$ cat src/rtl/fft_defines.svh
`ifndef FFT_DEFINES_SVH
`define FFT_DEFINES_SVH

// ------------------------------------------------------------
// datapath widths
// ------------------------------------------------------------
`define FFT_DATA_W 16         // re and im part width
`define FFT_COEF_W 16         // signed q1.15 coefficients

// ------------------------------------------------------------
// transform shape
// ------------------------------------------------------------
`define FFT_POINTS 9          // samples per frame
`define FFT_RADIX 3           // points per butterfly

// sqrt(3)/2 scaled by 2^15
`define FFT_SQRT3_HALF 28378

`endif

$ cat src/rtl/fft_ctrl_pkg.sv
`include "fft_defines.svh"

package fft_ctrl_pkg;

    // ------------------------------------------------------------
    // sample position bookkeeping
    // ------------------------------------------------------------
    typedef logic [$clog2(`FFT_POINTS)-1:0] frame_pos_t;  // 0 .. points-1

    // one base-3 digit of a position, 0 .. 2
    typedef logic [$clog2(`FFT_RADIX)-1:0] digit_t;

endpackage

$ cat src/rtl/fft_sample_pkg.sv
`include "fft_defines.svh"

package fft_sample_pkg;

    // ------------------------------------------------------------
    // complex sample as carried between blocks
    // ------------------------------------------------------------
    typedef struct packed {
        logic signed [`FFT_DATA_W-1:0] re;  // real part
        logic signed [`FFT_DATA_W-1:0] im;  // imag part
    } sample_t;

    // full product of one data part and one coefficient
    typedef logic signed [`FFT_DATA_W+`FFT_COEF_W-1:0] prod_t;

endpackage

$ cat src/rtl/delay_line.sv
module delay_line #(
    parameter int DEPTH = 1  // latency in cycles
) (
    input  logic                    clk,
    input  fft_sample_pkg::sample_t in_data,
    output fft_sample_pkg::sample_t out_data
);

    fft_sample_pkg::sample_t taps [DEPTH];  // taps[0] newest

    // free running shift, no enable
    always_ff @(posedge clk) begin
        taps[0] <= in_data;
        for (int i = 1; i < DEPTH; i++) begin
            taps[i] <= taps[i-1];  // move one slot on
        end
    end

    assign out_data = taps[DEPTH-1];  // entered DEPTH cycles ago

endmodule

$ cat src/rtl/fft9_top.sv
module fft9_top (
    input  logic                    clk,
    input  logic                    rst,
    input  logic                    di_en,
    input  fft_sample_pkg::sample_t di,
    output logic                    do_en,
    output fft_sample_pkg::sample_t do_data
);

    logic                    s1_valid;  // stage 1 out
    fft_sample_pkg::sample_t s1_data;
    logic                    tw_valid;  // after twiddle
    fft_sample_pkg::sample_t tw_data;

    // ------------------------------------------------------------
    // span 3 stage, then rotate, then span 1 stage
    // ------------------------------------------------------------
    sdf_stage #(.SPAN(3)) stage1_inst (
        .clk       (clk),
        .rst       (rst),
        .in_valid  (di_en),
        .in_data   (di),
        .out_valid (s1_valid),
        .out_data  (s1_data)
    );

    twiddle_rotator rotator_inst (
        .clk       (clk),
        .rst       (rst),
        .in_valid  (s1_valid),
        .in_data   (s1_data),
        .out_valid (tw_valid),
        .out_data  (tw_data)
    );

    sdf_stage #(.SPAN(1)) stage2_inst (
        .clk       (clk),
        .rst       (rst),
        .in_valid  (tw_valid),
        .in_data   (tw_data),
        .out_valid (do_en),     // digit-reversed bins
        .out_data  (do_data)
    );

endmodule

$ cat src/rtl/radix3_butterfly.sv
`include "fft_defines.svh"

module radix3_butterfly (
    input  fft_sample_pkg::sample_t x0,
    input  fft_sample_pkg::sample_t x1,
    input  fft_sample_pkg::sample_t x2,
    output fft_sample_pkg::sample_t y0,
    output fft_sample_pkg::sample_t y1,
    output fft_sample_pkg::sample_t y2
);

    // sin(2pi/3) in q1.15
    localparam logic signed [`FFT_COEF_W-1:0] C_SIN =
        `FFT_COEF_W'(`FFT_SQRT3_HALF);

    fft_sample_pkg::sample_t s;     // x1 + x2
    fft_sample_pkg::sample_t d;     // x1 - x2
    fft_sample_pkg::sample_t m;     // x0 - s/2
    fft_sample_pkg::sample_t r;     // -j * d
    fft_sample_pkg::sample_t t;     // r scaled by sqrt3/2
    fft_sample_pkg::prod_t   p_re;
    fft_sample_pkg::prod_t   p_im;

    // ------------------------------------------------------------
    // 3-point dft, wraps at data width
    // ------------------------------------------------------------
    always_comb begin
        s.re = x1.re + x2.re;
        s.im = x1.im + x2.im;
        d.re = x1.re - x2.re;
        d.im = x1.im - x2.im;

        m.re = x0.re - (s.re >>> 1);  // cos(2pi/3) = -1/2 term
        m.im = x0.im - (s.im >>> 1);

        r.re = d.im;                  // rotate by -j
        r.im = -d.re;

        p_re = fft_sample_pkg::prod_t'(r.re) * fft_sample_pkg::prod_t'(C_SIN);
        p_im = fft_sample_pkg::prod_t'(r.im) * fft_sample_pkg::prod_t'(C_SIN);
        t.re = `FFT_DATA_W'(p_re >>> (`FFT_COEF_W - 1));  // truncate
        t.im = `FFT_DATA_W'(p_im >>> (`FFT_COEF_W - 1));

        y0.re = x0.re + s.re;         // dc bin
        y0.im = x0.im + s.im;
        y1.re = m.re + t.re;          // bin 1
        y1.im = m.im + t.im;
        y2.re = m.re - t.re;          // bin 2, mirror of bin 1
        y2.im = m.im - t.im;
    end

endmodule

$ cat src/rtl/sdf_stage.sv
`include "fft_defines.svh"

module sdf_stage #(
    parameter int SPAN = 1  // samples per third of a group
) (
    input  logic                    clk,
    input  logic                    rst,
    input  logic                    in_valid,
    input  fft_sample_pkg::sample_t in_data,
    output logic                    out_valid,
    output fft_sample_pkg::sample_t out_data
);

    localparam fft_ctrl_pkg::frame_pos_t GRP_LAST =
        fft_ctrl_pkg::frame_pos_t'(`FFT_RADIX * SPAN - 1);  // last slot of a group
    localparam fft_ctrl_pkg::frame_pos_t RUN_LAST =
        fft_ctrl_pkg::frame_pos_t'(`FFT_POINTS - 1);        // last output of a frame

    fft_ctrl_pkg::frame_pos_t in_cnt;     // input slot in group
    fft_ctrl_pkg::frame_pos_t out_cnt;    // output slot in group
    fft_ctrl_pkg::frame_pos_t run_cnt;    // output index in frame
    logic                     run;        // output window open
    fft_ctrl_pkg::digit_t     in_third;
    fft_ctrl_pkg::digit_t     out_third;
    logic                     bf_en;      // last third arriving
    logic                     sel_first;  // first butterfly cycle of a frame

    fft_sample_pkg::sample_t long_in, long_out;    // 2*SPAN line
    fft_sample_pkg::sample_t short_in, short_out;  // SPAN line
    fft_sample_pkg::sample_t y0, y1, y2;
    fft_sample_pkg::sample_t sel_data;

    // which third of a group a slot falls in
    function automatic fft_ctrl_pkg::digit_t third_of(input fft_ctrl_pkg::frame_pos_t cnt);
        if (cnt < SPAN) begin
            return 2'd0;
        end else if (cnt < 2 * SPAN) begin
            return 2'd1;
        end
        return 2'd2;
    endfunction

    assign in_third  = third_of(in_cnt);
    assign out_third = third_of(out_cnt);
    assign bf_en     = in_valid && (in_third == 2'd2);
    assign sel_first = bf_en && !run;  // opens the 9-cycle window

    // ------------------------------------------------------------
    // stage controller
    // ------------------------------------------------------------
    always_ff @(posedge clk or posedge rst) begin
        if (rst) begin
            in_cnt    <= '0;
            out_cnt   <= '0;
            run_cnt   <= '0;
            run       <= 1'b0;
            out_valid <= 1'b0;
        end else begin
            in_cnt <= in_valid ? ((in_cnt == GRP_LAST) ? '0 : in_cnt + 1'b1) : '0;
            if (sel_first) begin
                run     <= 1'b1;
                run_cnt <= fft_ctrl_pkg::frame_pos_t'(1);  // slot 0 is this cycle
                out_cnt <= fft_ctrl_pkg::frame_pos_t'(1);
            end else if (run) begin
                run     <= (run_cnt != RUN_LAST);          // close after 9 outputs
                run_cnt <= (run_cnt == RUN_LAST) ? '0 : run_cnt + 1'b1;
                out_cnt <= (out_cnt == GRP_LAST) ? '0 : out_cnt + 1'b1;
            end
            out_valid <= sel_first || run;
        end
    end

    // ------------------------------------------------------------
    // feedback muxing
    // ------------------------------------------------------------
    always_comb begin
        long_in  = '0;
        short_in = '0;
        if (bf_en) begin
            long_in  = y2;  // bin 2 waits longest
            short_in = y1;
        end else if (in_valid) begin
            if (in_third == 2'd0) long_in = in_data;   // first third
            if (in_third == 2'd1) short_in = in_data;  // second third
        end
    end

    delay_line #(.DEPTH(2 * SPAN)) long_line_inst (
        .clk      (clk),
        .in_data  (long_in),
        .out_data (long_out)
    );

    delay_line #(.DEPTH(SPAN)) short_line_inst (
        .clk      (clk),
        .in_data  (short_in),
        .out_data (short_out)
    );

    radix3_butterfly bf_inst (
        .x0 (long_out),   // oldest third
        .x1 (short_out),
        .x2 (in_data),    // live third
        .y0 (y0),
        .y1 (y1),
        .y2 (y2)
    );

    // y0 now, then drain short line, then long line
    always_comb begin
        if (bf_en) begin
            sel_data = y0;
        end else if (out_third == 2'd1) begin
            sel_data = short_out;
        end else begin
            sel_data = long_out;
        end
    end

    always_ff @(posedge clk) begin
        out_data <= sel_data;  // output register
    end

endmodule

$ cat src/rtl/twiddle_rotator.sv
`include "fft_defines.svh"

module twiddle_rotator (
    input  logic                    clk,
    input  logic                    rst,
    input  logic                    in_valid,
    input  fft_sample_pkg::sample_t in_data,
    output logic                    out_valid,
    output fft_sample_pkg::sample_t out_data
);

    localparam fft_ctrl_pkg::frame_pos_t POS_LAST =
        fft_ctrl_pkg::frame_pos_t'(`FFT_POINTS - 1);

    fft_ctrl_pkg::frame_pos_t       pos;    // sample index in frame
    fft_ctrl_pkg::digit_t           n_dig;  // group digit
    fft_ctrl_pkg::digit_t           k_dig;  // bin digit from stage 1
    logic [2:0]                     expo;   // n*k, 0 .. 4
    logic signed [`FFT_COEF_W-1:0]  w_re;
    logic signed [`FFT_COEF_W-1:0]  w_im;
    fft_sample_pkg::prod_t          p_re;
    fft_sample_pkg::prod_t          p_im;
    fft_sample_pkg::sample_t        rot;

    always_ff @(posedge clk or posedge rst) begin
        if (rst) begin
            pos       <= '0;
            out_valid <= 1'b0;
        end else begin
            pos       <= in_valid ? ((pos == POS_LAST) ? '0 : pos + 1'b1) : '0;
            out_valid <= in_valid;  // one cycle through
        end
    end

    // ------------------------------------------------------------
    // twiddle address
    // ------------------------------------------------------------
    always_comb begin
        if (pos < `FFT_RADIX) begin
            k_dig = 2'd0;
        end else if (pos < 2 * `FFT_RADIX) begin
            k_dig = 2'd1;
        end else begin
            k_dig = 2'd2;
        end
        n_dig = fft_ctrl_pkg::digit_t'(pos - fft_ctrl_pkg::frame_pos_t'(`FFT_RADIX * k_dig));
        expo  = 3'(n_dig) * 3'(k_dig);
    end

    // w9^e = cos(2pi e/9) - j sin(2pi e/9), q1.15
    always_comb begin
        case (expo)
            3'd1:    begin w_re =  16'sd25102; w_im = -16'sd21063; end
            3'd2:    begin w_re =  16'sd5690;  w_im = -16'sd32270; end
            3'd3:    begin w_re = -16'sd16384; w_im = -16'sd28378; end
            3'd4:    begin w_re = -16'sd30792; w_im = -16'sd11207; end
            default: begin w_re = '0;          w_im = '0;          end  // bypassed
        endcase
    end

    // ------------------------------------------------------------
    // complex multiply
    // ------------------------------------------------------------
    always_comb begin
        p_re = fft_sample_pkg::prod_t'(in_data.re) * fft_sample_pkg::prod_t'(w_re)
             - fft_sample_pkg::prod_t'(in_data.im) * fft_sample_pkg::prod_t'(w_im);
        p_im = fft_sample_pkg::prod_t'(in_data.re) * fft_sample_pkg::prod_t'(w_im)
             + fft_sample_pkg::prod_t'(in_data.im) * fft_sample_pkg::prod_t'(w_re);
        rot.re = `FFT_DATA_W'(p_re >>> (`FFT_COEF_W - 1));  // drop q15 fraction
        rot.im = `FFT_DATA_W'(p_im >>> (`FFT_COEF_W - 1));
    end

    always_ff @(posedge clk) begin
        out_data <= (expo == 3'd0) ? in_data : rot;  // unit twiddle is exact
    end

endmodule

$ cat config.mk
export PLATFORM = sky130hd
export DESIGN_NAME = fft9_top
export DESIGN_NICKNAME = d
export VERILOG_FILES = /design/src/rtl/fft_ctrl_pkg.sv /design/src/rtl/fft_sample_pkg.sv /design/src/rtl/delay_line.sv /design/src/rtl/fft9_top.sv /design/src/rtl/radix3_butterfly.sv /design/src/rtl/sdf_stage.sv /design/src/rtl/twiddle_rotator.sv
export VERILOG_INCLUDE_DIRS = /design/src /design/src/rtl
export SDC_FILE = /design/constraint.sdc
export NUM_CORES = 2
export LEC_CHECK = 0
export BUFFER_PORTS_ARGS = -buffer_cell sky130_fd_sc_hd__buf_2
export CAP_MARGIN = 20
export CORE_UTILIZATION = 60
export CTS_BUF_LIST = sky130_fd_sc_hd__clkbuf_4 sky130_fd_sc_hd__clkbuf_8
export DETAILED_ROUTE_END_ITERATION = 10
export GPL_TIMING_DRIVEN = 0
export PLACE_DENSITY = 0.85
export SYNTH_ARGS = -nofsm -noshare
export SYNTH_HDL_FRONTEND = slang
export SYNTH_SLANG_ARGS = --single-unit
$ cat constraint.sdc
create_clock -name clk -period 15.8 [get_ports clk]
set_input_delay 0.79 -clock clk [delete_from_list [all_inputs] [get_ports clk]]
set_output_delay 0.79 -clock clk [all_outputs]
set_load 0.02 [all_outputs]
==> impl_results.md <==
- GP Congestion: 1.06
- Worst r2r dst: rotator_inst.out_data[31]$_DFF_P_
- First DRT Iteration DRCs: 5133
- R2r setup slk: 830 ps
- Worst hold path class: primary input to async pin
- # hold bufs at CTS: 0
- Die Span Y: 372 µm
- Count leader, synth: inv_1
- Post-Syn Area per Cell: 9.38 µm²
- Ratio of cells with drive above 1 in the final layout: 0.0357
- WL met2: 111000 µm
- Relative slew margins: 0.104
- CTS tree: yes
- Clock skew: 61.3 ps
- Die X-Extent: 372 µm
- Max H-tree Level: 3
- R2R Path Start: rotator_inst.pos[2]$_DFF_PP0_
- Vias: 60626
- Final worst path period share: 0.948
- Slowest-stage cell, CP: clkbuf_1
- Crit path max fanout: 16
- # fillers: 10866
- Post_cts resized: 0
- Fin. max-slew vios: 0
- WS Path Type: flip-flop to flip-flop
- Crit path DAT: 15580 ps
- Residual DRC: 0
- Clk buf depth: 3
- Drt via density: 5.61
- Routed met1 length: 93100 µm
- Highest Signal Layer: met5
- Antenna Nets Post-Route: 0
- Buffers on Ports: 67
- Worst Setup End Kind: flip-flop
- HPWL Detailed: 213000 µm
- Clock transition at path regs: 70 ps
- Clock sink count: 513
- Synth area leader: fa_1
- First-pass GRT wire length: 373000 µm
- Max incr delay on CP: 870 ps
- Core region area: 0.136 mm²
- Worst endpoint required time: 16410 ps
- Number of synthesized flops with an enable pin: 0
- Row cnt: 135
- Die area: 0.139 mm²
- Clk Tree Root Cell: clkbuf_8
- Synth Flop Type: dfxtp_1
- Post-CTS setup buffers: 0
- Tmin final: 14970 ps
- Placed instance count: 10638
- Final Hold Vio Count: 0
- Post-synthesis cell count: 8780
- Max Clk Rate: 66.8 MHz
- Setup violations, final: 0
- CP startpoint kind: flip-flop
- Area contributors post-synth: fa_1 (36%), ha_1 (18%), dfxtp_1 (12%), inv_1 (11%), xnor2_1 (3.6%)
- Met3 Wirelength: 20100 µm
- Worst-Margin Slew: 1330 ps
- Area grow syn2layout: 5.48%
- First-pass DRT Iterations: 7
- Synth cell types: 86
- Final WL: 243000 µm
- Wire length per cell: 22.5 µm
- Layout Cells excl Fill: 10800
- Initial Utilization: 0.606
- Number of synthesized register bits: 513
- Post-synth top area share: 0.355
- GRT Total Usage: 0.361
- Seq/Total Area, Yosys: 0.127
- CTS Buf Count: 84
- Syn Nets: 11434
- R2R depth: 40
- Initial antenna violation count: 30
- I/O pin count: 68
- Largest net degree at the start of global routing: 34
- Yosys warns: 0
- Setup TNS Final: 0 ps
- Post-layout net count: 11598
- Max-cap violations: 0
- Clk_lat worst skew: 810 ps
- Synth Cell Area: 0.0823 mm²
- Share of synthesized registers carrying an async set or reset: 0.0643
- Vias in the first global route: 65505
- Synth cell count leaders: inv_1 (2449), fa_1 (1462), ha_1 (1157), dfxtp_1 (480), nand2_1 (430)
- Total gr overflow: 0
- RSZ-0062 raised after global routing: false
- Outcome: completed
## state kept, by name, summed over array words and instances, names as in the netlist
signal and count:
stage2_inst.out_valid 1, stage1_inst.in_cnt 4, rotator_inst.pos 4, stage1_inst.long_line_inst.taps 192
stage2_inst.long_line_inst.taps 64, stage1_inst.short_line_inst.taps 96, stage1_inst.run 1, stage2_inst.run_cnt 4
stage2_inst.out_data 32, stage2_inst.in_cnt 4, stage1_inst.out_cnt 4, stage1_inst.out_valid 1
rotator_inst.out_valid 1, stage2_inst.short_line_inst.taps 32, stage2_inst.run 1, stage1_inst.run_cnt 4
stage1_inst.out_data 32, stage2_inst.out_cnt 4, rotator_inst.out_data 32
## cell usage in the layout (no fill, tap or decap), types with 13 or more instances in the layout
| cell | instances |
|---|---|
| and2_1 | 85 |
| o21a_1 | 37 |
| clkbuf_8 | 98 |
| inv_1 | 2448 |
| or3_1 | 35 |
| a21o_1 | 74 |
| a22o_1 | 18 |
| nand4_1 | 23 |
| nand3_1 | 90 |
| clkbuf_4 | 19 |
| buf_2 | 69 |
| xor2_1 | 129 |
| nor3_1 | 76 |
| o21bai_1 | 87 |
| o31ai_1 | 34 |
| nand2b_1 | 65 |
| a22oi_1 | 21 |
| o21ai_0 | 266 |
| nor2_1 | 390 |
| clkbuf_1 | 146 |
| nor2b_1 | 79 |
| or2_2 | 49 |
| dfxtp_1 | 480 |
| xnor2_1 | 335 |
| buf_4 | 13 |
| ha_1 | 1157 |
| dfrtp_1 | 33 |
| o211ai_1 | 16 |
| and3_1 | 46 |
| fa_1 | 1462 |
| mux2i_1 | 56 |
| a211oi_1 | 35 |
| nand2_1 | 430 |
| a21oi_1 | 345 |
| clkinv_2 | 20 |
| a31oi_1 | 26 |
## routing by layer
layer,vias up,GRT usage
li1,27191,-
met1,30171,0.445
met2,2476,0.585
met3,774,0.0721
met4,14,0.220
met5,-,0
## layout make-up
cell class	instances	area (µm²)	share of cell area
clock inverter	34	315	0.00363
buffer	167	659	0.00759
multi-input combinational	5649	62100	0.715
sequential	513	10400	0.120
clock buffer	117	1490	0.0172
inverter	2451	9200	0.106
timing repair buffer	78	440	0.00507
antenna	10	25.0	0.000288
tap	1781	2230	0.0257
## cells by family after synthesis
family          after synthesis  share of synthesized area
buf+inv                    2618                      0.120
fa+ha+maj                  2619                      0.531
flops                       513                      0.127
xor+xnor                    470                     0.0509
mux                          62                    0.00763
other cells                   1                  0.0000455
simple gates               1403                     0.0796
compound gates             1094                     0.0841
## critical path: cells and delay by family, from the launching register on
kind	cells	cell delay (ps)
xor gates and xnor gates	1	410
buffers and inverters	13	4420
and+or+nand+nor	7	2090
AOI/OAI and AO/OA	8	2680
adders and majority gates	11	4790
DFF	1	350
## how the worst max path moves through the flow
stage	cells after the start	endpoint	startpoint	slack, ps
floorplan	38	stage1_inst.long_line_inst.taps[0][15]$_DFF_P_	di[17]	5570
global placement	40	rotator_inst.out_data[31]$_DFF_P_	rotator_inst.pos[2]$_DFF_PP0_	1440
detailed placement	40	rotator_inst.out_data[31]$_DFF_P_	rotator_inst.pos[2]$_DFF_PP0_	1290
CTS	40	rotator_inst.out_data[31]$_DFF_P_	rotator_inst.pos[2]$_DFF_PP0_	1250
global route	40	rotator_inst.out_data[31]$_DFF_P_	rotator_inst.pos[2]$_DFF_PP0_	520
finish	40	rotator_inst.out_data[31]$_DFF_P_	rotator_inst.pos[2]$_DFF_PP0_	830
## metrics by stage
stage	hold WS, ps	utilization	area (µm²)	worst slack, ps
CTS	176	0.639	86800	1250
global route	233	0.639	86800	516
floorplan	310	-	82300	5570
global placement	310	0.625	84900	1440
finish	199	0.640	86900	829
detailed placement	312	0.626	85000	1290
Power is left out: the tool's default activity adds up to more than one toggle a clock period on the data nets, which glitch-free logic cannot reach.
